[config.mk]
export PLATFORM = sky130hd
export DESIGN_NAME = gcu_ram_pointer
export DESIGN_NICKNAME = d
export VERILOG_FILES = /design/src/logic/gcu_vram_pkg.sv /design/src/logic/gcu_bus_pkg.sv /design/src/logic/gcu_ram_pointer.sv
export SDC_FILE = /design/constraint.sdc
export NUM_CORES = 1
export LEC_CHECK = 0
export ABC_AREA = 1
export ABC_CLOCK_PERIOD_IN_PS = 1700
export BUFFER_PORTS_ARGS = -buffer_cell sky130_fd_sc_hd__buf_2
export CAP_MARGIN = 40
export CORE_MARGIN = 5
export CORE_UTILIZATION = 42
export CTS_CLUSTER_DIAMETER = 200
export DETAILED_ROUTE_END_ITERATION = 10
export PLACE_DENSITY = 0.82
export SYNTH_ARGS = -nofsm -noshare
export SYNTH_HDL_FRONTEND = slang
export SYNTH_SLANG_ARGS = --single-unit
[constraint.sdc]
create_clock -name CLK96 -period 1.7 [get_ports CLK96]
set_clock_uncertainty 0.15 [all_clocks]
set_input_delay 0.34 -clock CLK96 [delete_from_list [all_inputs] [get_ports CLK96]]
set_output_delay 0.34 -clock CLK96 [all_outputs]
set_load 0.05 [all_outputs]
[src/logic/gcu_vram_pkg.sv]
// ------------------------------------------------------------
// video RAM layout for the graphics control unit:
// address widths, layer region bases, beam counter width
// ------------------------------------------------------------
`default_nettype none

package gcu_vram_pkg;

    localparam int VRAM_AW  = 13;
    localparam int LAYER_AW = 11;

    // each layer owns a 2K-word window of the main RAM
    localparam logic [VRAM_AW-1:0] SCR0_BASE = 13'h0000;
    localparam logic [VRAM_AW-1:0] SCR1_BASE = 13'h0800;
    localparam logic [VRAM_AW-1:0] SCR2_BASE = 13'h1000;
    localparam logic [VRAM_AW-1:0] SPR_BASE  = 13'h1800;
    // sprite window is only 1K words
    localparam logic [VRAM_AW-1:0] SPR_END   = 13'h1C00;

    localparam int BEAM_W = 9;

    localparam logic [BEAM_W-1:0] VINT_LINE = 9'h0E6;

endpackage

`default_nettype wire

[src/logic/gcu_bus_pkg.sv]
// ------------------------------------------------------------
// CPU bus definitions for the graphics control unit:
// data width, bus op kinds, register numbers and masks
// ------------------------------------------------------------
`default_nettype none

package gcu_bus_pkg;

    localparam int DATA_W    = 16;
    localparam int REG_NUM_W = 8;
    localparam int SCROLL_W  = 13;

    // ops in the priority order the strobes are decoded
    typedef enum logic [2:0] {
        OP_NONE,
        OP_SELECT,
        OP_WRITE_REG,
        OP_SET_PTR,
        OP_WRITE_RAM,
        OP_READ_H,
        OP_READ_L
    } bus_op_t;

    localparam logic [REG_NUM_W-1:0] REG_SEL_MASK = 8'h8F;

    // selecting any of these holds vint low
    localparam logic [REG_NUM_W-1:0] VINT_MASK_REG0 = 8'h0F;
    localparam logic [REG_NUM_W-1:0] VINT_MASK_REG1 = 8'h8F;
    localparam logic [REG_NUM_W-1:0] VINT_MASK_REG2 = 8'h0E;

endpackage

`default_nettype wire
[src/logic/gcu_ram_pointer.sv]
// ------------------------------------------------------------
// video RAM pointer, loaded by the CPU and stepped after
// every RAM write
// ------------------------------------------------------------
`default_nettype none

module gcu_ram_pointer #(
    parameter int AW = gcu_vram_pkg::VRAM_AW
) (
    input  wire logic                           CLK96,
    input  wire logic                           RESET96,
    input  wire logic                           ptr_load,
    input  wire logic                           ptr_inc,
    input  wire logic [gcu_bus_pkg::DATA_W-1:0] din,
    output logic      [AW-1:0]                  ptr
);

    always_ff @(posedge CLK96 or posedge RESET96) begin
        if (RESET96) begin
            ptr <= '0;
        end else if (ptr_load) begin
            // upper din bits fall outside the RAM
            ptr <= din[AW-1:0];
        end else if (ptr_inc) begin
            ptr <= ptr + AW'(1);
        end
    end

endmodule

`default_nettype wire

======== After elaboration in Yosys (flattened, before gate mapping) ========
Index checks and enable logic that the tools add are counted.
storage, ports and cells
  flip-flop bits (word level) ............. 13
  input port bits ......................... 20
  output and inout bits ................... 13
  logic and storage cells ................. 5
operators by class
  $add $sub $neg .......................... 1
  muxes and demuxes ....................... 2
  reduce and logical (&&, ||, !) cells .... 1
operator list
  operator                 count
  $mux W13                 2
  $add A13 B1 Y13 const B  1
  $reduce_bool A2 Y1       1

======== Logic depth before layout (Yosys ltp) ========
  depth after elaboration ................. 3
  depth in mapped cells ................... 7
  gate-level depth less buffers ........... 7

======== Worst setup path before layout ========
No wires, ideal clock.
  path type ............................... flip-flop to flip-flop
  start point ............................. register ptr[0]
  end point ............................... register ptr[10]
  library setup time ...................... 0.122 ns
  arrival ................................. 1.422 ns
  required time ........................... 1.428 ns
  path slack .............................. 0.006 ns
  stages on the path, launching flop included .. 7
  buffers on the path ..................... 0
  clock period less this slack ............ 1.694 ns
  cells stage by stage .................... dfrtp_1 -> ha_1 -> nand2_1 -> nor2_4 -> nand4_1 -> nand3_1 -> nand2_1
between the ends
  cells in the longest elaborated chain, start to end .. 3
ends and longest elaborated chain
  item                      line                   text
  start: declaration        gcu_ram_pointer.sv:15  output logic [AW-1:0] ptr
  start signal: assignment  gcu_ram_pointer.sv:23  ptr <= din[AW-1:0];
  start signal: assignment  gcu_ram_pointer.sv:25  ptr <= ptr + AW'(1);
  $add A13 B1 Y13           gcu_ram_pointer.sv:25
  $mux W13                  gcu_ram_pointer.sv:24  end else if (ptr_inc) begin
  $mux W13                  gcu_ram_pointer.sv:21  end else if (ptr_load) begin
Every way passes these cells. The select of a mux whose other input is x is not followed.
A chain may end at the register's enable or synchronous reset.

======== Worst setup path after layout ========
  start point ............................. register ptr[3]
  end point ............................... output ptr[3]
No word-level cell between the ends.

==> impl_metrics.ini <==
[outcome]
status = completed

[layout]
final_nets = 167
fin_cells = 172
fin_area_mm2 = 0.00105
n_fill_cell = 189
antennaDiodeCount = 0
largest_register_ffs = 13
area_growth_pct = 25.3
final_common_cell = nand2_1
layout_common_cells = nand2_1 (34), buf_2 (29), nand3_1 (13), dfrtp_1 (13)
drive_gt1_frac = 0.290
regMostFlops = ptr
reg_top3 = ptr (13)

[timing]
timing.setup.tns_ns = 0
finalCritPeriodShare = 0.922
slew_headroom = 0.404
max_slew.worst_pin.slew_ns = 0.891
timing.fmax_ghz = 0.638
period_needed_ns = 1.57
final_hold_viol_count = 0
final-setup-viol-count = 0
maxSlewViolCount = 0
rsz0062_at_grt = false

[floorplanning]
die_area_mm2 = 0.00300
rows = 16
start_util = 0.433
die_h_um = 54.7
io_pins = 33
fp.coreArea_mm2 = 0.00194
die_width_um = 54.7

[route]
drtIter0Drc = 33
wl_per_cell_um = 12.7
drc = 0
wirelength_um = 2190
antenna_left = 0
avgViaCountPerCell = 5.07
first_pass_iters = 4
dr_total_vias = 872

[placed_design]
place_area_mm2 = 0.00102
dp_hpwl_um = 1650
place_congestion = 0.888
dp_cells = 167
numPortBuffers = 29

[pwr]
pwr-share-seq = 0.436
p_clk_frac = 0.214
vdd_drop_max_uv = 527
sw_frac_of_total = 0.426
intPower_w = 0.000524
pwr_density_cell_mw_per_mm2 = 866
p_switching_w = 0.000389
leakagePower_nw = 0.518
combPwrFrac = 0.350

[run]
max_cap_violations = 0

[yosys]
syn_nets = 133
synthMuxAreaShare = 0
avgSynthCellArea_um2 = 7.51
ys_seq_area_frac = 0.387
synthSimpleGateAreaFrac = 0.356
netlist_area_um2 = 841
synth_compound_area_frac = 0.150
yosysWarnings = 0
synth-adder-area-share = 0.0149
synthCells = 112
synth_top_family_by_area = simple AND/OR/NAND/NOR gates
ys_seq_elements = 13
yosys.area_share.xor_xnor = 0.0312
ys_types = 19

[setup_path]
worstPathRequired_ns = 1.21
crit_family = flip-flops
crit_chain = buf_2
cp_max_fo = 6
crit_buf_inv = 1
slowest_delay_ns = 0.48
start_kind = flip-flop
worstSetupPathType = flip-flop to primary output
cp.arrival_ns = 1.08
reg2reg_setup_slack_ns = 0.27
cp_slowest_cell = dfrtp_1
endpoint_kind = primary output

[clock_tree]
worstSkewPairLatency_ns = 0.28
ctsHtreeMaxLevel = 1
tritoncts = built
path_clk_slew_ns = 0.08
cts_sinks = 13
cts_buffers = 3
cts_max_path_buffers = 2
cts-root-buf = clkbuf_4

[grt]
grt_usage = 0.173
grt_pass1_vias = 824
grt_pass1_wl_um = 3680
grt_max_degree = 14
grt_overflow_total = 0
antenna_found_initial = 0

[min_path]
hold_class = primary input to flip-flop
==> cell families (layout without fill, tap and decap cells) <==
group,Yosys count,count (layout)
AO/OA/AOI/OAI,19,19
XOR/XNOR,3,3
adder cells (fa/ha/maj),1,1
buffers and inverters,13,46
flip-flops,13,13
AND/OR/NAND/NOR,63,63
==> power by group through the flow <==
stage	sequential (W)	clock [W]	combinational (W)
after floorplan	0.000515	0	0.000115
after global placement	0.000398	0	0.000311
after detailed placement	0.000402	0	0.000319
after CTS	0.000396	0.000199	0.000322
after global routing	0.000406	0.000221	0.000345
final	0.000398	0.000196	0.000319
==> cells in the mapped netlist <==
master	number	share of area
ha_1	1	0.015
nand3_1	13	0.077
a21oi_1	2	0.012
o21ai_1	2	0.012
inv_1	9	0.040
dfrtp_1	13	0.39
nand2_2	1	0.0074
nand4_1	3	0.022
nor2_1	7	0.031
o21ai_0	4	0.024
inv_2	2	0.0089
nand2_1	34	0.15
xor2_1	3	0.031
o211ai_1	1	0.0089
nand3_2	1	0.012
a22oi_1	9	0.080
nor2_4	4	0.054
buf_2	2	0.012
o21bai_2	1	0.013
==> path summary, 6_finish.rpt <==
path / startpoint / depth (start not counted) / end
setup / recovery: ptr[3] / 1 / ptr[3]
hold / removal: din[8] / 3 / ptr[8]
setup reg to reg: ptr[0] / 6 / ptr[12]
hold reg to reg: ptr[11] / 2 / ptr[11]
max in group asynchronous: RESET96 / 3 / ptr[9]
min in group asynchronous: RESET96 / 3 / ptr[0]
==> layer usage <==
metal,routed length [um],GRT usage,vias up
met1,968,0.208,400
met4,39,0.0954,0
met3,90,0.0381,5
met5,0,0,-
met2,1090,0.283,21
li1,-,-,446
==> layout make-up <==
type | count | area, um^2 | area share
clock buffer | 4 | 26.3 | 0.0249
inverter | 11 | 41.3 | 0.0392
multi-input combinational | 86 | 464 | 0.441
timing repair buffer | 31 | 163 | 0.154
tap | 27 | 33.8 | 0.0321
sequential | 13 | 325 | 0.309
==> worst min-delay path, delay by kind of cell <==
family,cells,cell delay (ns)
buffers and inverters,1,0.07
AND/OR/NAND/NOR,2,0.10
==> timing repair <==
action / 4_1_cts / 5_1_grt
resized for setup: 0 / 0
endpoints found under the hold margin: 13 / 0
hold buffers: 1 / 0
buffers inserted: 0 / 0
==> through the flow <==
step	worst slack (ns)	power, W	hold WS (ns)	utilization
after floorplan	0.00597	0.000630	0.0670	-
after global placement	0.0714	0.000709	0.240	0.524
after detailed placement	-0.00294	0.000720	0.242	0.524
after CTS	0.125	0.000917	0.117	0.543
after global routing	0.0653	0.000971	0.129	0.543
final	0.132	0.000912	0.117	0.543
Power figures use the tool's default switching activity.
