### src/logic/gcu_bus_pkg.sv
// ------------------------------------------------------------
// CPU bus definitions for the graphics control unit:
// data width, bus op kinds, register numbers and masks
// ------------------------------------------------------------
`default_nettype none

package gcu_bus_pkg;

    localparam int DATA_W    = 16;
    localparam int REG_NUM_W = 8;
    localparam int SCROLL_W  = 13;

    // ops in the priority order the strobes are decoded
    typedef enum logic [2:0] {
        OP_NONE,
        OP_SELECT,
        OP_WRITE_REG,
        OP_SET_PTR,
        OP_WRITE_RAM,
        OP_READ_H,
        OP_READ_L
    } bus_op_t;

    localparam logic [REG_NUM_W-1:0] REG_SEL_MASK = 8'h8F;

    // selecting any of these holds vint low
    localparam logic [REG_NUM_W-1:0] VINT_MASK_REG0 = 8'h0F;
    localparam logic [REG_NUM_W-1:0] VINT_MASK_REG1 = 8'h8F;
    localparam logic [REG_NUM_W-1:0] VINT_MASK_REG2 = 8'h0E;

endpackage

`default_nettype wire
### src/logic/gcu_scroll_regs.sv
// ------------------------------------------------------------
// register select latch and the eight layer scroll registers
// ------------------------------------------------------------
`default_nettype none

module gcu_scroll_regs (
    input  wire logic                              CLK96,
    input  wire logic                              RESET96,
    input  wire logic                              reg_select,
    input  wire logic                              reg_write,
    input  wire logic [gcu_bus_pkg::DATA_W-1:0]    din,
    output logic      [gcu_bus_pkg::REG_NUM_W-1:0] sel_reg,
    output logic      [gcu_bus_pkg::SCROLL_W-1:0]  bg_scroll_x,
    output logic      [gcu_bus_pkg::SCROLL_W-1:0]  bg_scroll_y,
    output logic      [gcu_bus_pkg::SCROLL_W-1:0]  fg_scroll_x,
    output logic      [gcu_bus_pkg::SCROLL_W-1:0]  fg_scroll_y,
    output logic      [gcu_bus_pkg::SCROLL_W-1:0]  txt_scroll_x,
    output logic      [gcu_bus_pkg::SCROLL_W-1:0]  txt_scroll_y,
    output logic      [gcu_bus_pkg::SCROLL_W-1:0]  spr_scroll_x,
    output logic      [gcu_bus_pkg::SCROLL_W-1:0]  spr_scroll_y
);

    logic [gcu_bus_pkg::SCROLL_W-1:0] scroll [8];
    logic                             scroll_hit;

    // bit 7 is ignored, so 0x80-0x87 alias 0x00-0x07
    assign scroll_hit = (sel_reg[6:3] == 4'h0);

    always_ff @(posedge CLK96 or posedge RESET96) begin
        if (RESET96) begin
            sel_reg <= '1;
        end else if (reg_select) begin
            sel_reg <= din[gcu_bus_pkg::REG_NUM_W-1:0] & gcu_bus_pkg::REG_SEL_MASK;
        end
    end

    always_ff @(posedge CLK96 or posedge RESET96) begin
        if (RESET96) begin
            for (int i = 0; i < 8; i++) begin
                scroll[i] <= '0;
            end
        end else if (reg_write && scroll_hit) begin
            scroll[sel_reg[2:0]] <= din[gcu_bus_pkg::SCROLL_W-1:0];
        end
    end

    // even numbers are x, odd are y
    assign bg_scroll_x  = scroll[0];
    assign bg_scroll_y  = scroll[1];
    assign fg_scroll_x  = scroll[2];
    assign fg_scroll_y  = scroll[3];
    assign txt_scroll_x = scroll[4];
    assign txt_scroll_y = scroll[5];
    assign spr_scroll_x = scroll[6];
    assign spr_scroll_y = scroll[7];

endmodule

`default_nettype wire

### config.mk
export PLATFORM = sky130hd
export DESIGN_NAME = gcu_scroll_regs
export DESIGN_NICKNAME = d
export VERILOG_FILES = /design/src/logic/gcu_bus_pkg.sv /design/src/logic/gcu_scroll_regs.sv
export SDC_FILE = /design/constraint.sdc
export NUM_CORES = 1
export LEC_CHECK = 0
export ABC_CLOCK_PERIOD_IN_PS = 9900
export BUFFER_PORTS_ARGS = -buffer_cell sky130_fd_sc_hd__buf_2
export CAP_MARGIN = 20
export CORE_ASPECT_RATIO = 1.5
export CORE_MARGIN = 8
export CORE_UTILIZATION = 48
export CTS_CLUSTER_SIZE = 25
export DETAILED_ROUTE_END_ITERATION = 8
export PLACE_DENSITY = 0.74
export RECOVER_POWER = 100
export SYNTH_ARGS = -nofsm -noshare
export SYNTH_HDL_FRONTEND = slang
export SYNTH_SLANG_ARGS = --single-unit
### constraint.sdc
create_clock -name CLK96 -period 9.9 [get_ports CLK96]
set_input_delay 0.99 -clock CLK96 [delete_from_list [all_inputs] [get_ports CLK96]]
set_output_delay 0.99 -clock CLK96 [all_outputs]
set_load 0.02 [all_outputs]
### Word level (Yosys, flattened, before mapping)

Index checks and enable logic that the tools add are counted.

| storage, ports and cells | value |
|---|---|
| word-level logic and storage cells | 18 |
| bits of input ports | 20 |
| register bits after elaboration | 112 |
| output and inout bits | 112 |

| cells by class | value |
|---|---|
| reductions and logical operators | 3 |
| $lt $le $gt $ge | 2 |
| bitwise operators | 1 |
| mux-type cells | 3 |

Operator list:

| operator | count |
|---|---|
| 104-bit bitwise mux | 1 |
| 13-bit demux with 3-bit select | 1 |
| 13-bit two-way mux | 1 |
| 4-bit greater-or-equal comparator, second input constant | 1 |
| 4-bit logical NOT | 1 |
| 4-bit by 1-bit less-than comparator with 1-bit output, second input constant | 1 |
| 3-bit inverter with 4-bit output | 1 |
| 1-bit logical AND | 2 |

### Depth between registers and ports, before layout

| logic depth | value |
|---|---|
| word-level depth | 6 |
| gate-level depth with buffers | 5 |
| gate-level depth less buffers | 3 |

### Worst setup path before layout

Ideal clock, no wire load.

| path | value |
|---|---|
| kind | input port to flip-flop |
| from | input reg_write |
| to | register scroll (netlist bit fg_scroll_y[0]) |
| data arrival time | 2.005 ns |
| cell stages on the path | 5 |
| path buffers | 2 |
| path slack | 7.770 ns |
| required time | 9.775 ns |
| setup time | 0.125 ns |
| path through | nor4b_4 and3_1 buf_6 buf_12 mux2_4 |

| between the ends | value |
|---|---|
| word-level cells in the longest chain between the ends | 1 |

Ends and longest elaborated chain:

| item | line | RTL |
|---|---|---|
| from (decl) | gcu_scroll_regs.sv:10 | `input wire logic reg_write,` |
| 1-bit logical AND | gcu_scroll_regs.sv:42 | `end else if (reg_write && scroll_hit) begin` |
| to (signal, indexed assignment) | gcu_scroll_regs.sv:43 | `scroll[sel_reg[2:0]] <= din[gcu_bus_pkg::SCROLL_W-1:0];` |
| to (decl) | gcu_scroll_regs.sv:23 | `logic [gcu_bus_pkg::SCROLL_W-1:0] scroll [8];` |

Every way passes these cells.
A chain may end at the register's enable or synchronous reset.

==> results.md <==
Run status:
- The run finished, with violations left.
- The checks that failed: capacitance limit, slew limit.

GRT:
- After global routing, the most crowded layer is met2.
- For met1 alone, demand over resource in global routing was 0.1991.
- The initial antenna violation count is 0.
- The number of global-route vias before repair was ~2600.
- The total global routing track utilization is 0.1653.
- The wire length of the first global-routing pass is 15.46 mm.
- The total congestion overflow is 0.
- For this run, global-route usage on met3 was measured as 0.04903.
- For this run, global-route usage on met2 was measured as 0.2675.
- Entering global routing, the biggest net connects 58 pins.

Placement:
- The count of buffers added on input and output ports is 128.
- Once placement completed, the tool counted placed cells totaling 473.
- The post-detailed-placement half-perimeter wirelength is a little over 7 mm.
- The final estimated routing congestion in global placement is 0.6910.

STA:
- The max-slew violation count is about 110.
- The worst relative slew slack is -0.9501.
- Setup violations remaining at the end of the flow were counted as 0.
- The final critical-path required period is a little under 5 ns.
- Setup repair after global routing left no endpoint under its margin.
- The post-route clock period utilization is 0.4892.
- The final sum of negative setup slack is 0 ns.
- At the pin with the least slew margin, the transition time is 2.925 ns.
- The maximum frequency from static timing analysis is 0.2065 GHz.
- The final number of hold-violating endpoints came to 0.
- Between clock sinks in the finished design, the worst skew comes to 0.006084 ns.

Critical path:
- The kind of start point of the critical path is an input port.
- STA classifies the critical path endpoint as an async pin.
- Data on the critical path arrives at its endpoint at between 4 and 5 ns.
- Along the worst path, the maximum fanout reaches 57.
- The type of the worst setup path is in2async.
- STA puts the critical path data required time at roughly 9.7 ns.
- The setup check on the worst reg-to-reg path leaves a slack of between 7 and 8 ns.

Detailed routing:
- Dividing the detail-routed via count by the number of cells gives about 5.1.
- The number of nets with antenna violations after detailed routing is 0.
- The DRC violation total after the first TritonRoute iteration is 87.
- The wire length after detailed routing is 9.967 mm.
- The iteration count of the initial detailed-routing pass is 4.
- For this block, the via count after detailed routing is about 2500.
- Dividing the detail-routed wire length by the instance count gives about 20 um.
- The number of remaining DRC errors is 0.

Final layout:
- The count of inserted antenna diode cells is 0.
- Of the cells placed in the final design, the portion with a size suffix greater than 1 is 0.2982.
- For this run, the post-layout net count is 394.
- The relative area change from synthesis to final layout is 16.75%.
- The final cell count without fillers is 489.

Floorplan:
- The core footprint is 8776 um^2.
- The die span in y is 131.8 um.
- After floorplanning, the core was divided into 42 placement rows.
- Measured along the x axis, the die boundary spans around 93 um.
- The die covers 12290 um^2.
- Pin placement for this block handled 132 I/O pins.
- The initial core utilization is 0.4893.

Clock tree:
- The clock edge transition at the registers on the reported setup and hold paths is 0.06 ns.
- After clock tree synthesis, the flow added hold-fix buffers numbering 0.
- The post-cts gate resize count is 0.
- The TritonCTS clock tree is yes.
- The number of setup buffers added after CTS is 0.
- The cell sitting at the root of the clock tree is a clkbuf_16.
- Counting the buffers created by CTS gives 9.
- The H-tree depth is 3.
- The later pin in the worst-skew pair is clocked with a latency of between 0.3 and 0.4 ns.
- The deepest clock path buffer count is 2.
- The sink count of the clock tree is between 100 and 150.

Yosys:
- The post-synthesis adder-cell area fraction is 0.
- Measured against the total synthesized area, the mux share comes to 0.3033.
- The number of nets in the synthesized netlist is around 270.
- The area share of the largest cell type after synthesis is 0.6061.
- The share of the yosys chip area belonging to registers is 0.6428.
- The netlist area before placement is approximately 4300 um^2.
- Sorting the synthesized cells by area gives the leading types as dfrtp_1 61%, mux2_2 20%, mux2_4 7.0%, dfstp_2 3.7%, mux2_1 3.4%.
- The synthesized netlist cell count is approximately 250.
- The xor-xnor portion of the synthesized cell area is 0.
- The main combinational cell family by area after synthesis is multiplexers.
- The average footprint of a synthesized cell is 17.46 um^2.
- Of the total synthesized cell area, the portion taken by AND, OR, NAND and NOR gates is 0.02360.
- The area fraction in compound gates after synthesis was 0.
- Synthesis inferred 110 register bits.
- Of all cell types, the one taking the most synthesized area is dfrtp_1.
- The number of unique standard cell types used by synthesis is 17.
- The Yosys warning count is 0.

Pwr:
- Across the VDD grid, the largest voltage drop is 0.1449 mV.
- Dividing total power by cell area gives a power density of around 320 nW/um^2.
- For this design the static power due to leakage is approximately 2.2 nW.
- The power after layout is between 1.5 and 2 mW.

Hold path:
- In this run the worst hold path is classified as reg2reg.

Job:
- The number of maximum-capacitance constraint violations is 2.
placed cells by master, fill, tap and decap left out:
cell / Yosys / routed
and3_1: 2 / 2
and4bb_1: 1 / 1
buf_2: 3 / 15
bufinv_16: 0 / 1
clkbuf_1: 0 / 115
clkbuf_16: 0 / 9
clkbuf_8: 0 / 2
clkinv_2: 0 / 3
clkinvlp_2: 0 / 1
dfrtp_1: 104 / 104
dfstp_2: 6 / 6
mux2_1: 13 / 33
mux2_2: 76 / 76
nand2_1: 3 / 6
nor2_1: 1 / 1
nor2b_1: 3 / 3
nor4b_1: 0 / 1
critical path, stage by stage:
cell	delay, ns
buf_2	0.10
clkinvlp_2	1.34
clkbuf_1	2.17
per-stage QoR:
stage	area (um^2)	worst slack, ns	hold slack [ns]	utilization
floorplan	4294	6.018	0.5529	-
global placement	4956	7.076	0.4683	0.5647
detailed placement	4956	7.024	0.4755	0.5647
CTS	5258	7.383	0.4904	0.5991
global route	5014	4.225	0.5057	0.5713
finish	5014	5.057	0.4859	0.5713
logic make-up (layout without fill, tap and decap cells):
family	count (synthesis)	count (layout)
muxes	109	109
and+or+nand+nor	14	14
buffers and inverters	13	146
DFF	110	110
final cells by class:
type                    instances  area [um^2]
repair buffers                129        503.0
fillers                       774         3762
multi-input cells             123         1306
well taps                     110        137.6
inverters                       1        5.005
clock buffers                  12        256.5
flip-flops and latches        110         2760
clock inverters                 4        45.04
synthesized netlist by cell type, drive strengths merged:
cell type	instances
mux2	109
buf	12
nor2	1
nor4b	1
dfstp	6
nor2b	3
and4bb	1
and3	2
dfrtp	104
inv	1
nand2	6
per-layer routing:
metal	routed length, um	vias to the layer above
met1	4046	1290
li1	-	1127
met4	151	0
met5	0	-
met2	5117	75
met3	652	10
worst paths after layout:
| check | from | endpoint | cells past startpoint |
|---|---|---|---|
| setup / recovery | RESET96 | fg_scroll_x[2] | 3 |
| hold / removal | spr_scroll_y[5] | spr_scroll_y[5] | 1 |
| setup reg to reg | sel_reg[2] | fg_scroll_y[9] | 3 |
| hold reg to reg | spr_scroll_y[5] | spr_scroll_y[5] | 1 |
| max in group CLK96 | reg_write | fg_scroll_y[9] | 4 |
| min in group asynchronous | RESET96 | txt_scroll_x[0] | 2 |
power breakdown:
| part | internal [mW] | leakage, nW | switching [mW] |
|---|---|---|---|
| sequential | 0.616 | 1.33 | 0.0846 |
| clock | 0.209 | 0.152 | 0.148 |
| combinational | 0.176 | 0.724 | 0.353 |
Power figures use the tool's default switching activity.
