`config.mk`:
```
export PLATFORM = sky130hd
export DESIGN_NAME = gcu_bus_sequencer
export DESIGN_NICKNAME = d
export VERILOG_FILES = /design/src/logic/gcu_vram_pkg.sv /design/src/logic/gcu_bus_pkg.sv /design/src/logic/gcu_bus_sequencer.sv
export SDC_FILE = /design/constraint.sdc
export NUM_CORES = 1
export LEC_CHECK = 0
export BUFFER_PORTS_ARGS = -buffer_cell sky130_fd_sc_hd__buf_4
export CAP_MARGIN = 20
export CORE_MARGIN = 1.5
export CORE_UTILIZATION = 30
export CTS_CLUSTER_DIAMETER = 80
export CTS_CLUSTER_SIZE = 25
export DETAILED_ROUTE_END_ITERATION = 16
export GPL_ROUTABILITY_DRIVEN = 0
export SLEW_MARGIN = 20
export SYNTH_ARGS = -nofsm -noshare
export SYNTH_HDL_FRONTEND = slang
export SYNTH_SLANG_ARGS = --single-unit
```
`constraint.sdc`:
```
create_clock -name CLK96 -period 3.6 [get_ports CLK96]
set_clock_uncertainty 0.1 [all_clocks]
set_input_delay 0.36 -clock CLK96 [delete_from_list [all_inputs] [get_ports CLK96]]
set_output_delay 0.36 -clock CLK96 [all_outputs]
set_load 0.01 [all_outputs]
```
`src/logic/gcu_vram_pkg.sv`:
```
// ------------------------------------------------------------
// video RAM layout for the graphics control unit:
// address widths, layer region bases, beam counter width
// ------------------------------------------------------------
`default_nettype none

package gcu_vram_pkg;

    localparam int VRAM_AW  = 13;
    localparam int LAYER_AW = 11;

    // each layer owns a 2K-word window of the main RAM
    localparam logic [VRAM_AW-1:0] SCR0_BASE = 13'h0000;
    localparam logic [VRAM_AW-1:0] SCR1_BASE = 13'h0800;
    localparam logic [VRAM_AW-1:0] SCR2_BASE = 13'h1000;
    localparam logic [VRAM_AW-1:0] SPR_BASE  = 13'h1800;
    // sprite window is only 1K words
    localparam logic [VRAM_AW-1:0] SPR_END   = 13'h1C00;

    localparam int BEAM_W = 9;

    localparam logic [BEAM_W-1:0] VINT_LINE = 9'h0E6;

endpackage

`default_nettype wire

```
`src/logic/gcu_bus_pkg.sv`:
```
// ------------------------------------------------------------
// CPU bus definitions for the graphics control unit:
// data width, bus op kinds, register numbers and masks
// ------------------------------------------------------------
`default_nettype none

package gcu_bus_pkg;

    localparam int DATA_W    = 16;
    localparam int REG_NUM_W = 8;
    localparam int SCROLL_W  = 13;

    // ops in the priority order the strobes are decoded
    typedef enum logic [2:0] {
        OP_NONE,
        OP_SELECT,
        OP_WRITE_REG,
        OP_SET_PTR,
        OP_WRITE_RAM,
        OP_READ_H,
        OP_READ_L
    } bus_op_t;

    localparam logic [REG_NUM_W-1:0] REG_SEL_MASK = 8'h8F;

    // selecting any of these holds vint low
    localparam logic [REG_NUM_W-1:0] VINT_MASK_REG0 = 8'h0F;
    localparam logic [REG_NUM_W-1:0] VINT_MASK_REG1 = 8'h8F;
    localparam logic [REG_NUM_W-1:0] VINT_MASK_REG2 = 8'h0E;

endpackage

`default_nettype wire
```
`src/logic/gcu_bus_sequencer.sv`:
```
// ------------------------------------------------------------
// CPU bus sequencer: decodes the op strobes, runs each op,
// drives ack, dout and the main video RAM port
// ------------------------------------------------------------
`default_nettype none

module gcu_bus_sequencer #(
    parameter int AW = gcu_vram_pkg::VRAM_AW
) (
    input  wire logic                            CLK96,
    input  wire logic                            RESET96,
    input  wire logic                            select_reg,
    input  wire logic                            write_reg,
    input  wire logic                            set_ram_ptr,
    input  wire logic                            write_ram,
    input  wire logic                            read_ram_h,
    input  wire logic                            read_ram_l,
    input  wire logic [gcu_bus_pkg::DATA_W-1:0]  din,
    input  wire logic [AW-1:0]                   ptr,
    input  wire logic [gcu_bus_pkg::DATA_W-1:0]  ram_rdata,
    output logic                                 ack,
    output logic      [gcu_bus_pkg::DATA_W-1:0]  dout,
    output logic                                 reg_select,
    output logic                                 reg_write,
    output logic                                 ptr_load,
    output logic                                 ptr_inc,
    output logic      [AW-1:0]                   ram_addr,
    output logic      [gcu_bus_pkg::DATA_W-1:0]  ram_wdata,
    output logic                                 ram_we
);

    typedef enum logic [2:0] {
        ST_IDLE,
        ST_WRITE,
        ST_WRITE_DONE,
        ST_READ_ADDR,
        ST_READ_WAIT,
        ST_READ_DONE
    } state_t;

    gcu_bus_pkg::bus_op_t op;
    gcu_bus_pkg::bus_op_t last_op;
    state_t               state;
    logic                 new_op;
    logic                 start_read;

    // strobe priority follows the enum order
    always_comb begin
        if (select_reg) begin
            op = gcu_bus_pkg::OP_SELECT;
        end else if (write_reg) begin
            op = gcu_bus_pkg::OP_WRITE_REG;
        end else if (set_ram_ptr) begin
            op = gcu_bus_pkg::OP_SET_PTR;
        end else if (write_ram) begin
            op = gcu_bus_pkg::OP_WRITE_RAM;
        end else if (read_ram_h) begin
            op = gcu_bus_pkg::OP_READ_H;
        end else if (read_ram_l) begin
            op = gcu_bus_pkg::OP_READ_L;
        end else begin
            op = gcu_bus_pkg::OP_NONE;
        end
    end

    // a held strobe is one op, so only a change starts work
    assign new_op     = (op != last_op);
    assign start_read = new_op && (op == gcu_bus_pkg::OP_READ_H
                                   || op == gcu_bus_pkg::OP_READ_L);

    assign reg_select = new_op && (op == gcu_bus_pkg::OP_SELECT);
    assign reg_write  = new_op && (op == gcu_bus_pkg::OP_WRITE_REG);
    assign ptr_load   = new_op && (op == gcu_bus_pkg::OP_SET_PTR);

    // write lands and pointer steps on the same edge
    assign ram_we  = (state == ST_WRITE);
    assign ptr_inc = (state == ST_WRITE);
    assign ack     = !(state inside {ST_WRITE, ST_READ_ADDR, ST_READ_WAIT});

    always_ff @(posedge CLK96 or posedge RESET96) begin
        if (RESET96) begin
            state   <= ST_IDLE;
            last_op <= gcu_bus_pkg::OP_NONE;
        end else begin
            last_op <= op;
            if (new_op) begin
                if (op == gcu_bus_pkg::OP_WRITE_RAM) begin
                    state <= ST_WRITE;
                end else if (start_read) begin
                    state <= ST_READ_ADDR;
                end else begin
                    state <= ST_IDLE;
                end
            end else begin
                case (state)
                    ST_WRITE:     state <= ST_WRITE_DONE;
                    ST_READ_ADDR: state <= ST_READ_WAIT;
                    ST_READ_WAIT: state <= ST_READ_DONE;
                    default:      state <= state;
                endcase
            end
        end
    end

    always_ff @(posedge CLK96) begin
        if (new_op && op == gcu_bus_pkg::OP_WRITE_RAM) begin
            ram_addr  <= ptr;
            ram_wdata <= din;
        end else if (start_read) begin
            // low word sits one past the pointer
            ram_addr <= ptr + AW'(op == gcu_bus_pkg::OP_READ_L);
        end
        if (!new_op && state == ST_READ_WAIT) begin
            dout <= ram_rdata;
        end
    end

endmodule

`default_nettype wire

```
# == After elaboration in Yosys (flattened, before gate mapping) ==
# Cells that the tools add are included.
# word_totals
output_inout_bits,51
in_bits,53
reg_bits,51
wordCells,40
# op_classes
reduce_logical,12
n_mux,12
n_eq_ne,10
add_sub_neg,1
# ops
cell,n
2-to-1 mux 13 bit,2
2-to-1 mux 3 bit,7
adder 13 x 1 -> 13 bit,1
== test 3 bit (second input constant),4
== test 3 x 2 -> 1 bit (second input constant),3
case mux 3 bit (3 select lines),1
== test 3 x 1 -> 1 bit (second input constant),2
logical AND 1 bit,6
2-to-1 mux 2 bit,2
nonzero test 4 bit,1
!= test 3 bit,1
nonzero test 3 bit,1
logical NOT 1 bit,2
nonzero test 2 bit,1
logical OR 1 bit,1

# == Depth between registers and ports, before layout ==
# logic_depth
depth_word,12
depth_mapped,10
ltp_nobuf,9

# == Worst setup path before layout ==
# OpenSTA, ideal clock, no wires.
# synth_timing
kind,input to register
start,input port select_reg
end,"register dout[0] in the netlist's numbering, enable pin"
setup_time_ns,0.388
arrival_time_ns,2.282
setup_slack_ns,0.830
t_required_ns,3.112
path_buffers,2
stages,7
path_cell_list,or4b_1 > o211ai_1 > and4b_1 > buf_6 > buf_6 > nand2_2 > nor2_1
# synth_between
elab_chain_len,4
# synth_rtl
item,line,source
from (decl),gcu_bus_sequencer.sv:12,"input wire logic select_reg,"
2-to-1 mux 3 bit,gcu_bus_sequencer.sv:49,if (select_reg) begin
!= test 3 bit,gcu_bus_sequencer.sv:67,assign new_op = (op != last_op);
logical NOT 1 bit,gcu_bus_sequencer.sv:113,if (!new_op && state == ST_READ_WAIT) begin
logical AND 1 bit,gcu_bus_sequencer.sv:113,
to (signal assigned),gcu_bus_sequencer.sv:114,dout <= ram_rdata;
to (decl),gcu_bus_sequencer.sv:22,"output logic [gcu_bus_pkg::DATA_W-1:0] dout,"
# No other way between the ends.
# A chain may end at the register's enable or synchronous reset.

# == Final worst setup path ==
# layout_timing
start,input port select_reg
end,output port ptr_load
# layout_between
elab_chain_len,3
elab_cells_between_ends,4
cone_classes,eq/ne (2); mux (1); reduce/logical (1)
# layout_rtl
item,line,source
2-to-1 mux 3 bit (*),gcu_bus_sequencer.sv:49,
!= test 3 bit / == test 3 x 2 -> 1 bit (equally long branches),"gcu_bus_sequencer.sv:67, gcu_bus_sequencer.sv:73",
logical AND 1 bit (*),gcu_bus_sequencer.sv:73,assign ptr_load = new_op && (op == gcu_bus_pkg::OP_SET_PTR);
to (decl),gcu_bus_sequencer.sv:25,"output logic ptr_load,"
# Mark *: on every way between the ends. The rest lies on a longest branch, timed or not.

==> metrics <==
largest stage delay on the critical path=~0.7 ns; crit share post-route=82.01%; P_leak=1.397 nW; largest net degree at the start of global routing=20; hold path startpoint=ram_rdata[11]; Top FF cell, synth=edfxtp_1; final cell count without fillers=421; crit path kind=in -> out; Max-cap violations=0; syn_area_per_cell=12.06 µm²; drt wl/cell=14.60 µm; Max Freq=338.7 MHz; synth warn=0; clock sinks=51; Die Wd=95.31 µm; RSZ-0062 raised after global routing=no; dpl cells=between 400 and 500; Peak supply drop=approximately 0.14 mV; drt total wl=6147 µm; Reg clk slew, reported paths=0.10 ns; Iter 0 DRT Violations=109; nets=371; #FFs+latches synth=51; top post-synthesis cells by area=edfxtp_1 53%, dfrtp_1 5.9%, mux2i_1 3.5%; Die H=about 95 µm; number of global-route vias before repair=1911; met2 Usage GRT=22.34%; n_diodes=0; r2r endpoint=dout[8]$_DFFE_PP_; most used cell along the critical path=buf_4; total negative setup slack=0 ns; CP Cell Sequence=buf_4, or4b_1, o211ai_1, and4b_1, nand2_2, and3_1, buf_4; worst-path maximum fanout=13; Worst setup EP type=output pin; post-synth cell types=48; IO Pins=104; postcts setup bufs=0; Async SR Flop Fraction=11.76%; remaining global-route overflow=0; worst min-delay path class=in -> reg; slew of the pin with the lowest slew margin=0.9760 ns; Seq/Total Area, Yosys=between 50% and 60%; most common cell after layout, fill and taps aside=buf_4; first-pass GRT wire length=9515 µm; Post-Syn Area=2556 µm²; Fin. Hold Viols=0; layout cells sized above 1=between 30% and 40%; fin crit period=between 2 and 3 ns; DR vias/cell=4.988; Crit path required time=3.14 ns; TritonCTS clock tree=yes; synth-to-layout area growth=38.42%; Max clock buf depth=2; Rel. slew slack=around 35%; Final Total Pwr=0.001190 W; FF-to-FF Start=last_op[0]$_DFF_PP0_; r2r setup slk=1.06 ns; area leader, netlist=edfxtp_1; Rows=33; Reg area=1501 µm²; Yosys top cell area share=52.86%; DRT Pass-1 Iters=4; final setup fails=0; Starting Density=31.11%; DIE AREA=roughly 9100 µm²; Post-Syn Instances=212; number of flops mapped to enable cells by yosys=45; status=finished, final reports clean; post-DP HPWL=4640 µm; commonest cells after routing, fill and taps aside=107 x buf_4, 45 x edfxtp_1, 19 x nor2_1; Worst path slowest cell=and4b_1; hold endpoint=dout[11]$_DFFE_PP_; Routed Antenna Nets=0; Mapped Nets=268; Port Buffer Count=slightly above 100; total CTS buffers=5; residual DRC count=0; met1 GRT Util=17.64%; Skew-Pair Late Insertion Delay=approximately 0.32 ns; # H-tree levels=2; count of final max-slew check failures=0; initial antenna violation count=0; Core Box Area=8217 µm²; grt peak-use layer=met2; hold path depth=1; total track usage=13.63%; FILL cells=781; worst r2r path cells=5; multi-input logic area=975.9 µm²; Worst Path Arrival=approximately 2.5 ns; grt met3 use=3.349%; Via Count=2100; critical path launch point type=input port; pwr/cell area=336.3 nW/µm²; Clock Tree Root=clkbuf_8
## layout make-up
type,count,area share [%]
Clock buffer,5,1.945
Multi-Input combinational cell,144,27.58
Inverter,5,0.5304
Timing Repair Buffer,108,22.98
Tap cell,105,3.713
Clock inverter,3,0.8133
Sequential cell,51,42.43
## Yosys cell counts, types with 4 or more instances
cell type / instances
a211o_1: 5
a21oi_1: 5
a311o_1: 5
and2_1: 4
buf_2: 4
clkbuf_1: 5
dfrtp_1: 6
edfxtp_1: 45
inv_1: 5
mux2i_1: 9
nand2_1: 17
nand3_1: 5
nor2_1: 19
nor3_1: 8
o211ai_1: 4
o21ai_0: 13
or3_1: 7
## repair_timing
action | CTS | global route
hold endpoints to repair | 6 | 0
hold buffers | 1 | 0
gates resized for setup | 0 | 0
## per-layer routing
metal	up-vias	share of wire, %
li1	1025	-
met1	985	44
met2	84	45
met4	0	1.1
met5	-	0
met3	6	9.6
## state kept, by name, indices dropped and copies added (netlist names)
name	flops
ram_addr	13
dout	16
state	3
ram_wdata	16
last_op	3
## critical path, delay by kind of cell
| family | cells | cell delay, ns |
|---|---|---|
| AO/OA/AOI/OAI | 1 | 0.11 |
| buffers and inverters | 2 | 0.30 |
| AND/OR/NAND/NOR | 4 | 1.71 |
## where the power goes
group	switching, W	internal [W]	total, W
logic	0.0000919	0.0000840	0.000176
clock network	0.000207	0.000144	0.000351
registers	0.00000530	0.000658	0.000663
total	0.000304	0.000886	0.00119
## worst max path at each step
stage          slack, ns                    end  depth (start not counted)                 start
3_5_place_dp        0.65               ptr_load                          7            select_reg
6_report            0.65               ptr_load                          7            select_reg
2_1_floorplan       0.83      dout[0]$_DFFE_PP_                          7            select_reg
4_1_cts             0.64               ptr_load                          7            select_reg
5_1_grt             0.52              reg_write                          5  last_op[0]$_DFF_PP0_
3_3_place_gp        0.71  ram_addr[9]$_DFFE_PP_                          5             write_ram
## per-stage QoR
| stage | hold WS (ns) | util, % | area [µm²] | setup slack [ns] |
|---|---|---|---|---|
| 2_1_floorplan | 0.05096 | - | 2556 | 0.8299 |
| 3_3_place_gp | 0.2070 | 41.75 | 3431 | 0.7106 |
| 3_5_place_dp | 0.2033 | 41.75 | 3431 | 0.6465 |
| 4_1_cts | 0.1115 | 43.06 | 3538 | 0.6419 |
| 5_1_grt | 0.1036 | 43.06 | 3538 | 0.5195 |
| 6_report | 0.1238 | 43.06 | 3538 | 0.6477 |
## kinds of logic (layout without fill, tap and decap cells)
| logic type | count (synthesis) | count (layout) | synth area share, % |
|---|---|---|---|
| AO/OA/AOI/OAI | 48 | 48 | 13.95 |
| adder cells (fa/ha/maj) | 3 | 3 | 1.469 |
| buffers and inverters | 17 | 121 | 3.427 |
| flip-flops | 51 | 51 | 58.74 |
| multiplexers | 12 | 12 | 4.846 |
| AND/OR/NAND/NOR | 81 | 81 | 17.57 |
No activity file was read; power rests on OpenSTA's default activity.
