==> src/logic/gcu_vram_pkg.sv <==
// ------------------------------------------------------------
// video RAM layout for the graphics control unit:
// address widths, layer region bases, beam counter width
// ------------------------------------------------------------
`default_nettype none

package gcu_vram_pkg;

    localparam int VRAM_AW  = 13;
    localparam int LAYER_AW = 11;

    // each layer owns a 2K-word window of the main RAM
    localparam logic [VRAM_AW-1:0] SCR0_BASE = 13'h0000;
    localparam logic [VRAM_AW-1:0] SCR1_BASE = 13'h0800;
    localparam logic [VRAM_AW-1:0] SCR2_BASE = 13'h1000;
    localparam logic [VRAM_AW-1:0] SPR_BASE  = 13'h1800;
    // sprite window is only 1K words
    localparam logic [VRAM_AW-1:0] SPR_END   = 13'h1C00;

    localparam int BEAM_W = 9;

    localparam logic [BEAM_W-1:0] VINT_LINE = 9'h0E6;

endpackage

`default_nettype wire

==> src/logic/gcu_bus_pkg.sv <==
// ------------------------------------------------------------
// CPU bus definitions for the graphics control unit:
// data width, bus op kinds, register numbers and masks
// ------------------------------------------------------------
`default_nettype none

package gcu_bus_pkg;

    localparam int DATA_W    = 16;
    localparam int REG_NUM_W = 8;
    localparam int SCROLL_W  = 13;

    // ops in the priority order the strobes are decoded
    typedef enum logic [2:0] {
        OP_NONE,
        OP_SELECT,
        OP_WRITE_REG,
        OP_SET_PTR,
        OP_WRITE_RAM,
        OP_READ_H,
        OP_READ_L
    } bus_op_t;

    localparam logic [REG_NUM_W-1:0] REG_SEL_MASK = 8'h8F;

    // selecting any of these holds vint low
    localparam logic [REG_NUM_W-1:0] VINT_MASK_REG0 = 8'h0F;
    localparam logic [REG_NUM_W-1:0] VINT_MASK_REG1 = 8'h8F;
    localparam logic [REG_NUM_W-1:0] VINT_MASK_REG2 = 8'h0E;

endpackage

`default_nettype wire
==> src/logic/gcu_video_status.sv <==
// ------------------------------------------------------------
// sync and blank decode from the beam counters, plus the
// vertical interrupt line
// ------------------------------------------------------------
`default_nettype none

module gcu_video_status (
    input  wire logic                              RESET96,
    input  wire logic [gcu_vram_pkg::BEAM_W-1:0]   h,
    input  wire logic [gcu_vram_pkg::BEAM_W-1:0]   v,
    input  wire logic [gcu_vram_pkg::BEAM_W-1:0]   hs_start,
    input  wire logic [gcu_vram_pkg::BEAM_W-1:0]   hs_end,
    input  wire logic [gcu_vram_pkg::BEAM_W-1:0]   vs_start,
    input  wire logic [gcu_vram_pkg::BEAM_W-1:0]   vs_end,
    input  wire logic [gcu_bus_pkg::REG_NUM_W-1:0] sel_reg,
    output logic                                   hsync,
    output logic                                   vsync,
    output logic                                   fblank,
    output logic                                   vint
);

    logic vint_masked;

    // horizontal limits are exclusive, vertical inclusive
    assign hsync  = !(h > hs_start && h < hs_end);
    assign vsync  = !(v >= vs_start && v <= vs_end);
    assign fblank = hsync && vsync;

    assign vint_masked = (sel_reg == gcu_bus_pkg::VINT_MASK_REG0)
                      || (sel_reg == gcu_bus_pkg::VINT_MASK_REG1)
                      || (sel_reg == gcu_bus_pkg::VINT_MASK_REG2);

    // active low, also held low through reset
    assign vint = !(v == gcu_vram_pkg::VINT_LINE || vint_masked || RESET96);

endmodule

`default_nettype wire

==> config.mk <==
export PLATFORM = sky130hd
export DESIGN_NAME = gcu_video_status
export DESIGN_NICKNAME = d
export VERILOG_FILES = /design/src/logic/gcu_vram_pkg.sv /design/src/logic/gcu_bus_pkg.sv /design/src/logic/gcu_video_status.sv
export SDC_FILE = /design/constraint.sdc
export NUM_CORES = 1
export LEC_CHECK = 0
export ABC_AREA = 1
export BUFFER_PORTS_ARGS = -buffer_cell sky130_fd_sc_hd__buf_2
export CAP_MARGIN = 25
export CELL_PAD_IN_SITES_DETAIL_PLACEMENT = 1
export CELL_PAD_IN_SITES_GLOBAL_PLACEMENT = 1
export CORE_MARGIN = 3
export CORE_UTILIZATION = 29
export DETAILED_ROUTE_END_ITERATION = 7
export GPL_ROUTABILITY_DRIVEN = 0
export PLACE_DENSITY_LB_ADDON = 0.1
export SLEW_MARGIN = 20
export SYNTH_ARGS = -nofsm -noshare
export SYNTH_HDL_FRONTEND = slang
export SYNTH_SLANG_ARGS = --single-unit
==> constraint.sdc <==
create_clock -name vclk -period 1.55
set_input_delay 0.31 -clock vclk [all_inputs]
set_output_delay 0.31 -clock vclk [all_outputs]
set_load 0.01 [all_outputs]
Yosys cells after proc, flatten, opt, wreduce, memory -nomap -nowiden. Cells that the tools add are included.

Flip-flop bits (word level): 0. Bits of input ports: 63.

Order comparisons: 4. Eq/ne operators: 4. Reductions and logical operators: 10.

Operators by type and width (number): $eq A8 B4 Y1 const B (2); $eq A9 B8 Y1 const B (1); $ge A9 B9 Y1 (1); $gt A9 B9 Y1 (1); $le A9 B9 Y1 (1); $lt A9 B9 Y1 (1); $eq A8 B8 Y1 const B (1); $logic_or A1 B1 Y1 (4); $logic_and A1 B1 Y1 (3); $logic_not A1 Y1 (3).

Logic depth before layout (Yosys ltp). Gate-level depths: netlist of run 1.

Depth after elaboration: 6. Gate-level depth with buffers: 12. Gate-level depth less buffers: 12.

Worst setup path before layout of run 1. OpenSTA, ideal clock, no wires.

Path type: input port to output port. From: in hs_start[8] (netlist bit). To: out fblank. Data arrival time: 1.214 ns. Path slack: 0.026 ns. Stages on the path: 8. Path through: inv_1 ha_1 a21o_1 nor2_1 nand3_2 nand3_2 nand2_1 inv_1.

Longest elaborated chain between the ends: 4.

Ends and longest elaborated chain: start: declaration (line gcu_video_status.sv:11) `input wire logic [gcu_vram_pkg::BEAM_W-1:0] hs_start,`; $gt A9 B9 Y1 (line gcu_video_status.sv:25) `assign hsync = !(h > hs_start && h < hs_end);`; $logic_and A1 B1 Y1 (line gcu_video_status.sv:25); $logic_not A1 Y1 (line gcu_video_status.sv:25); net hsync (line gcu_video_status.sv:16) `output logic hsync,`; $logic_and A1 B1 Y1 (line gcu_video_status.sv:27) `assign fblank = hsync && vsync;`; end: declaration (line gcu_video_status.sv:18) `output logic fblank,`.

The timed path passes the listed nets, and every way through them passes these cells.

Final worst setup path of run 1.
From: in vs_end[7] (netlist bit). To: out fblank.

Longest elaborated chain between the ends: 4.

Ends and longest elaborated chain: start: declaration (line gcu_video_status.sv:14) `input wire logic [gcu_vram_pkg::BEAM_W-1:0] vs_end,`; $le A9 B9 Y1 (line gcu_video_status.sv:26) `assign vsync = !(v >= vs_start && v <= vs_end);`; $logic_and A1 B1 Y1 (line gcu_video_status.sv:26); $logic_not A1 Y1 (line gcu_video_status.sv:26); $logic_and A1 B1 Y1 (line gcu_video_status.sv:27).

Every way passes these cells.

==> metrics.txt, run 1 <==
most frequent cells in the layout=45 x buf_2, 28 x inv_1, 28 x ha_4; row count=21; fin cells=294; Hold Fails Final Rpt=0; CP Max Fanout=2; commonest non-fill, non-tap cell in the layout=buf_2; Post-Syn Nets=271; Routed Wire Length=between 4000 and 5000 um; # setup viols final=3; IO Port Bufs=67; vias per std cell=4.68; Slowest-stage cell, CP=ha_4; P_int=between 0.0003 and 0.0004 W; Synth Area per Inst=6.15 sq um; Hold Crit Class=in -> out; top cells by area, synth=ha_1 41%, inv_1 17%, nand2_1 14%, a21oi_1 5.2%, nor2_1 3.2%; TritonRoute pass-1 iters=2; CP max stage delay=210 ps; WHS=863 ps; fin. max-slew vios=0; core area=between 3000 and 4000 sq um; Synth warnings=0; placed inst area=1500 sq um; Die Span X=approximately 67 um; die footprint=4430 sq um; crit end category=primary output; I/O Pins=67; maximum VDD drop=122 uV; sequential fraction of the synthesis area=0%; crit path cell chain=buf_2 > inv_1 > ha_4 > nand2_4 > inv_1 > a21oi_2 > nand3_2 > nand2_2 > nand2_2 > nand2_2 > inv_2 > buf_6; Design Area, Final=2130 sq um; P&R area growth vs syn=100%; layout cell share with drive strength beyond 1=64.9%; leakage power=1.09 nW; Total GRT Usage=roughly 18%; unrepaired setup endpoints after global routing=true; status=complete, but fails checks; first-pass GRT wire length=6200 um; crit path launch type=primary input; pre-CTS setup slack=-224 ps; DIE HEIGHT=66.6 um; Clock power frac=0%; post-route setup slack=-150 ps; Final Critical Period=1700 ps; sw power=0.000298 W; ratio of final minimum period to clock period=110%; Fin Setup TNS=-278 ps; vias in the first global route=about 1,500; Initial Util=30.9%; Iter 0 DRT Violations=13; power share of the combinational group=100.0%; Critical Path RT=1240 ps; DRC Markers=0; most used cell, CP=nand2_2; global route overflow=0; mapped cell area=1060 sq um; P per Cell Area=296 nW/um^2; Final HPWL DP=2550 um; Antenna Cells=0; initial antenna violation count=0; wire per inst=14.6 um; failing checks=negative setup slack; post-synth top area cell=ha_1; Max-Cap Viols=0; Synth cell types=22; Worst EP arrival=between 1000 and 1500 ps; Flop pwr share=0%; Slew @ Worst Pin=282 ps; DRT antenna net count=0; clock buffer count=0; WS Path Type=in -> out; flip-flop and latch count=0; Gate Count Post-Synth=173; fmax=588 MHz; fin nets=348; sw frac=about 47%; vias=1,377; placed cell count=around 290; Slew headroom=81.0%; Storage cell area=0 sq um; area share of the largest cell type after synthesis=41.1%; largest net degree at the start of global routing=4
worst max-delay path, delay by kind of cell:
family / cells / cell delay, ps
buffers and inverters: 5 / 410
and+or+nand+nor: 5 / 330
adders and majority gates: 1 / 210
AOI/OAI and AO/OA: 1 / 130
cell families after synthesis:
| group | after synthesis | share of synthesized area, % |
|---|---|---|
| buffers and inverters | 51 | 18.0 |
| AO/OA/AOI/OAI | 17 | 9.28 |
| adder cells (fa/ha/maj) | 35 | 41.1 |
| AND/OR/NAND/NOR | 70 | 31.6 |
cell type report:
type,count,area (sq um)
Tap cell,46,57.6
Fill cell,424,1310
Timing Repair Buffer,75,544
Multi-Input combinational cell,122,1330
Inverter,51,196
synth_stat cells, types with 2 or more instances:
master	n
a21o_1	2
a21oi_1	11
ha_1	35
inv_1	48
inv_2	2
nand2_1	39
nand2_2	5
nand3_1	5
nand3_2	3
nand4_1	2
nor2_1	9
nor2_4	2
what timing repair did:
item	CTS	global route
resized for setup	91	28
buffers inserted	2	0
cloned	0	0
hold buffers	0	0
setup endpoints to repair	3	3
pin swaps	47	15
worst paths after layout:
kind / from / end / depth (start not counted)
hold / removal: RESET96 / vint / 3
setup / recovery: vs_end[7] / fblank / 12
stage by stage:
step                      utilization (%)  total power [W]
after floorplan                         -         0.000216
after global placement               43.7         0.000369
after detailed placement             43.7         0.000374
after CTS                            58.9         0.000553
after global routing                 61.9         0.000699
final                                61.9         0.000631
metal layers:
metal / part of all wire [%] / track usage (%) / vias up
li1: - / - / 691
met2: 60 / 41.6 / 46
met5: 0 / 0 / -
met1: 34 / 16.1 / 630
met4: 2.6 / 2.28 / 0
met3: 3.4 / 0.675 / 10
power by group through the flow:
| stage | logic [W] | clock network, W | registers [W] |
|---|---|---|---|
| global placement | 0.000369 | 0 | 0 |
| detailed placement | 0.000374 | 0 | 0 |
| floorplan | 0.000216 | 0 | 0 |
| CTS | 0.000553 | 0 | 0 |
| finish | 0.000631 | 0 | 0 |
| global route | 0.000699 | 0 | 0 |
Note: power is estimated with default switching activity, not from simulation.
==> run 2, diff against run 1 <==
==> constraint.sdc (replaced) <==
create_clock -name vclk -period 1.6
set_input_delay 0.32 -clock vclk [all_inputs]
set_output_delay 0.32 -clock vclk [all_outputs]
set_load 0.01 [all_outputs]
==> run 2 against run 1 <==
The run still ends with negative setup slack left. Worst setup slack improved by 35 ps. Core utilization decreased by 0.18 points. Die area unchanged. First-iteration DRC count increased by 38%. Combinational power decreased by 5.5%. Global-route usage decreased by 2.3 points. Via count decreased by 2.5%. Sequential share of layout area unchanged. Worst hold slack improved by 11 ps. Critical path type unchanged. Largest power group unchanged.
==> metrics.txt, run 2 (synthesis results as in run 1) <==
hold path cells=3 (unchanged); failing checks=negative setup slack; P per Cell Area=280 nW/um^2 (-5.3%); fmax=583 MHz; # setup viols final=2 (-1); Antenna Cells=0 (unchanged); row count=21 (unchanged); crit end category=primary output; TritonRoute pass-1 iters=2 (unchanged); I/O Pins=67 (unchanged); Die Span X=66.6 um (unchanged); die footprint=4430 sq um (unchanged); hold_sp=RESET96; Hold Crit Class=in -> out; wire per inst=13.5 um (-7.2%); clock buffer count=0 (unchanged); Fin Setup TNS=-156 ps (+123 ps); fin nets=346 (-0.57%); Slew headroom=81.9% (+0.98 points); vias=1,342 (-2.5%); Initial Util=30.9% (unchanged); DRC Markers=0 (unchanged); Worst EP arrival=1390 ps (about the same); DRT antenna net count=0 (unchanged); initial antenna violation count=0 (unchanged); first-pass GRT wire length=5510 um (-11%); status=complete, but fails checks; flip-flop and latch count=0 (unchanged); Max-Cap Viols=0 (unchanged); Total GRT Usage=15.5% (-2.3 points); unrepaired setup endpoints after global routing=true; DIE HEIGHT=66.6 um (unchanged); fin. max-slew vios=0 (unchanged); IO Port Bufs=67 (unchanged); CP Max Fanout=3 (+1); WS Path Type=in -> out; core area=3440 sq um (unchanged); WHS=874 ps (+10.9 ps); most frequent cells in the layout=40 x buf_2, 30 x inv_1, 28 x nand2_1; overall power=0.000596 W (-5.5%); commonest non-fill, non-tap cell in the layout=buf_2; vias per std cell=4.60 (-1.9%); Iter 0 DRT Violations=18 (+5); leakage power=1.09 nW (+0.41%); crit path launch type=primary input; maximum VDD drop=127 uV (+4.1%); layout cell share with drive strength beyond 1=63.4% (-1.5 points); ratio of final minimum period to clock period=107%; Slew @ Worst Pin=267 ps (-14.5 ps); Design Area, Final=2130 sq um (-0.29%); largest net degree at the start of global routing=4 (unchanged); Routed Wire Length=3950 um (-7.8%); Final Critical Period=1710 ps; Worst Hold End=vint; global route overflow=0 (unchanged); P&R area growth vs syn=99.6%; post-route setup slack=-115 ps (+34.8 ps); Critical Path RT=1280 ps (+40 ps); Final HPWL DP=2570 um (+0.89%); vias in the first global route=1,358 (-9.9%); Storage cell area=0 sq um (unchanged); Hold Fails Final Rpt=0 (unchanged); placed inst area=1500 sq um (unchanged)
run 2: cell types whose count changed in the layout (fill, tap and decap cells not counted), moves of 3 or more:
cell	previous run	this run
buf_4	9	6
buf_6	17	25
nand2_2	13	10
buf_2	45	40
run 2: how the worst max path moves through the flow:
| stage | from | end | slack (ps) | cells past startpoint |
|---|---|---|---|---|
| final | v[7] | fblank | -110 | 11 |
| after floorplan | hs_start[8] | fblank | 60 | 8 |
| after global placement | v[8] | fblank | -190 | 11 |
| after CTS | h[4] | fblank | -90 | 11 |
| after detailed placement | v[8] | fblank | -200 | 11 |
| after global routing | vs_start[2] | fblank | -210 | 11 |
run 2: repair_timing:
action,CTS,global route
gates resized for setup,90,28
hold buffers,0,0
pin swaps,50,14
buffers inserted,0,0
setup endpoints to repair,3,3
run 2: where the power goes:
part	internal, W	switching (W)
logic	0.000318	0.000278
clock network	0	0
registers	0	0
run 2: layout make-up:
cell class | instances | area (sq um)
multi-input combinational | 122 | 1320
fill | 428 | 1320
timing repair buffer | 73 | 557
tap | 46 | 57.6
inverter | 51 | 191
run 2: per-stage QoR:
stage          utilization [%]  instances  setup WS [ps]
5_1_grt                   61.8        292           -205
6_report                  61.8        292           -115
3_5_place_dp              43.7        292           -203
4_1_cts                   58.0        292          -87.6
3_3_place_gp              43.7        292           -193
2_1_floorplan                -        173           56.2
run 2: critical path, cell delays in order:
cell and delay [ps]:
buf_2 140, ha_4 250, nand2_4 80, inv_2 40, a21oi_2 140, nand3_2 80
nand2_1 70, nand2_2 50, nand2_1 60, inv_1 40, buf_6 110
run 2: routing by layer:
layer	track usage, %	up-vias	wire length [um]
met4	1.52	0	51
met3	1.01	6	208
li1	-	688	-
met2	32.8	42	2300
met5	0	-	0
met1	16.7	606	1390
==> run 3, diff against run 2 <==
--- a/config.mk
+++ b/config.mk
@@ -11,7 +11,7 @@
 export CELL_PAD_IN_SITES_DETAIL_PLACEMENT = 1
 export CELL_PAD_IN_SITES_GLOBAL_PLACEMENT = 1
 export CORE_MARGIN = 3
-export CORE_UTILIZATION = 29
+export CORE_UTILIZATION = 26
 export DETAILED_ROUTE_END_ITERATION = 7
 export GPL_ROUTABILITY_DRIVEN = 0
 export PLACE_DENSITY_LB_ADDON = 0.1
==> constraint.sdc (replaced) <==
create_clock -name vclk -period 1.5
set_input_delay 0.3 -clock vclk [all_inputs]
set_output_delay 0.3 -clock vclk [all_outputs]
set_load 0.01 [all_outputs]
==> run 3 against run 2 <==
Critical endpoint unchanged. Largest power group unchanged. Worst hold slack got worse by 31 ps. The run still ends with negative setup slack left. First-iteration DRC count fell by 50%. Via count down 2.2%. Wire length fell by 8.0%.
==> metrics.txt, run 3 (synthesis results as in run 1) <==
Filler cells=493 (+15%); wire per inst=12.4 um (-8.6%); Antenna Cells=0 (unchanged); global route overflow=0 (unchanged); CP Max Fanout=3 (unchanged); Flop pwr share=0% (unchanged); worst setup path startpoint=v[4]; Hold Crit Class=in -> out; P per Cell Area=291 nW/um^2 (+3.8%); power share of the combinational group=100.0% (about the same); largest net degree at the start of global routing=4 (unchanged); multi-input logic area=1270 sq um (-3.8%); Slew headroom=83.1% (+1.2 points); IO Port Bufs=67 (unchanged); clock buffer count=0 (unchanged); P&R area growth vs syn=90.8%; core area=3800 sq um (+10%); leakage power=1.06 nW (-2.4%); crit path cell chain=buf_8 > ha_4 > nand2_2 > inv_2 > buf_12 > nand4_1 > nand2_2 > nand2_4 > nand2_2 > inv_2 > buf_6; crit path launch type=primary input; initial antenna violation count=0 (unchanged); placed inst area=1490 sq um (-0.83%); post-route setup slack=-204 ps (-89.5 ps); DIE HEIGHT=70.0 um (+5.1%); I/O Pins=67 (unchanged); P_int=0.000311 W (-2.3%); fmax=587 MHz; Max-Cap Viols=0 (unchanged); vias in the first global route=1,360 (+0.15%); unrepaired setup endpoints after global routing=true; Iter 0 DRT Violations=9 (-9); TritonRoute pass-1 iters=4 (+2); WS Path Type=in -> out; DRC Markers=0 (unchanged); Initial Util=28.0% (-2.9 points); final core occ=53.5% (-8.3 points); sw power=0.000281 W (+0.97%); Critical Path RT=1200 ps (-80 ps); CP endpoint=fblank; Final HPWL DP=2760 um (+7.1%); Slew @ Worst Pin=250 ps (-17.7 ps); Total GRT Usage=13.6% (-1.8 points); fin cells=294 (+0.68%); commonest non-fill, non-tap cell in the layout=buf_2; pre-CTS setup slack=-259 ps (-55.7 ps); Post-CTS Hold Fix Bufs=0 (unchanged); vias=1,313 (-2.2%); vias per std cell=4.47 (-2.8%); Worst EP arrival=1400 ps (about the same); fin. max-slew vios=0 (unchanged); die footprint=4900 sq um (+10%); layout cell share with drive strength beyond 1=60.2% (-3.3 points); CP max stage delay=270 ps (+20 ps); ratio of final minimum period to clock period=114%; DRT antenna net count=0 (unchanged); crit end category=primary output; maximum VDD drop=154 uV (+21%); status=complete, but fails checks; failing checks=negative setup slack; first-pass GRT wire length=5700 um (+3.5%); WHS=842 ps (-31.3 ps); Design Area, Final=2030 sq um (-4.4%); Routed Wire Length=3630 um (-8.0%); fin nets=346 (unchanged); row count=22 (+4.8%); most frequent cells in the layout=50 x buf_2, 35 x inv_1, 29 x nand2_1; Clock power frac=0% (unchanged); # setup viols final=3 (+1); placed cell count=292 (unchanged); Storage cell area=0 sq um (unchanged); Die Span X=70.0 um (+5.1%); Final Critical Period=around 1700 ps; flip-flop and latch count=0 (unchanged); most used cell, CP=nand2_2; Hold Fails Final Rpt=0 (unchanged); Slowest-stage cell, CP=ha_4; sw frac=47.5% (+0.81 points)
run 3: power by group through the flow:
stage / sequential (W) / combinational [W] / clock [W]
after global routing: 0 / 0.000666 / 0
after detailed placement: 0 / 0.000386 / 0
after CTS: 0 / 0.000548 / 0
after floorplan: 0 / 0.000224 / 0
after global placement: 0 / 0.000379 / 0
final: 0 / 0.000592 / 0
run 3: layer usage:
layer | track usage, % | vias to the layer above | share of wire [%]
li1 | - | 688 | -
met1 | 14.8 | 588 | 38
met2 | 29.6 | 35 | 58
met3 | 0.719 | 2 | 3.8
met4 | 0 | 0 | 0.39
met5 | 0 | - | 0
run 3: cell type report:
type / count / share of cell area, %
multi-input combinational: 122 / 62.5
inverter: 51 / 9.79
tap: 48 / 2.96
timing repair buffer: 73 / 24.8
run 3: worst max-delay path, delay by kind of cell:
kind                       cells  cell delay, ps
buffers and inverters          5             420
and+or+nand+nor                5             420
adders and majority gates      1             270
run 3: stage by stage:
step,setup TNS (ps),power (W)
2_1_floorplan,0,0.000224
3_3_place_gp,-548,0.000379
3_5_place_dp,-578,0.000386
4_1_cts,-368,0.000548
5_1_grt,-648,0.000666
6_report,-417,0.000592
run 3: timing repair:
item	CTS	global route
buffers inserted	1	1
resized for setup	81	15
pin swaps	38	15
setup endpoints to repair	3	4
run 3: worst min-delay path by stage:
stage	from	to	slack, ps	cells past startpoint
2_1_floorplan	RESET96	vint	650	1
3_3_place_gp	RESET96	vint	850	3
3_5_place_dp	RESET96	vint	840	3
4_1_cts	RESET96	vint	840	3
5_1_grt	RESET96	vint	850	3
6_report	RESET96	vint	840	3
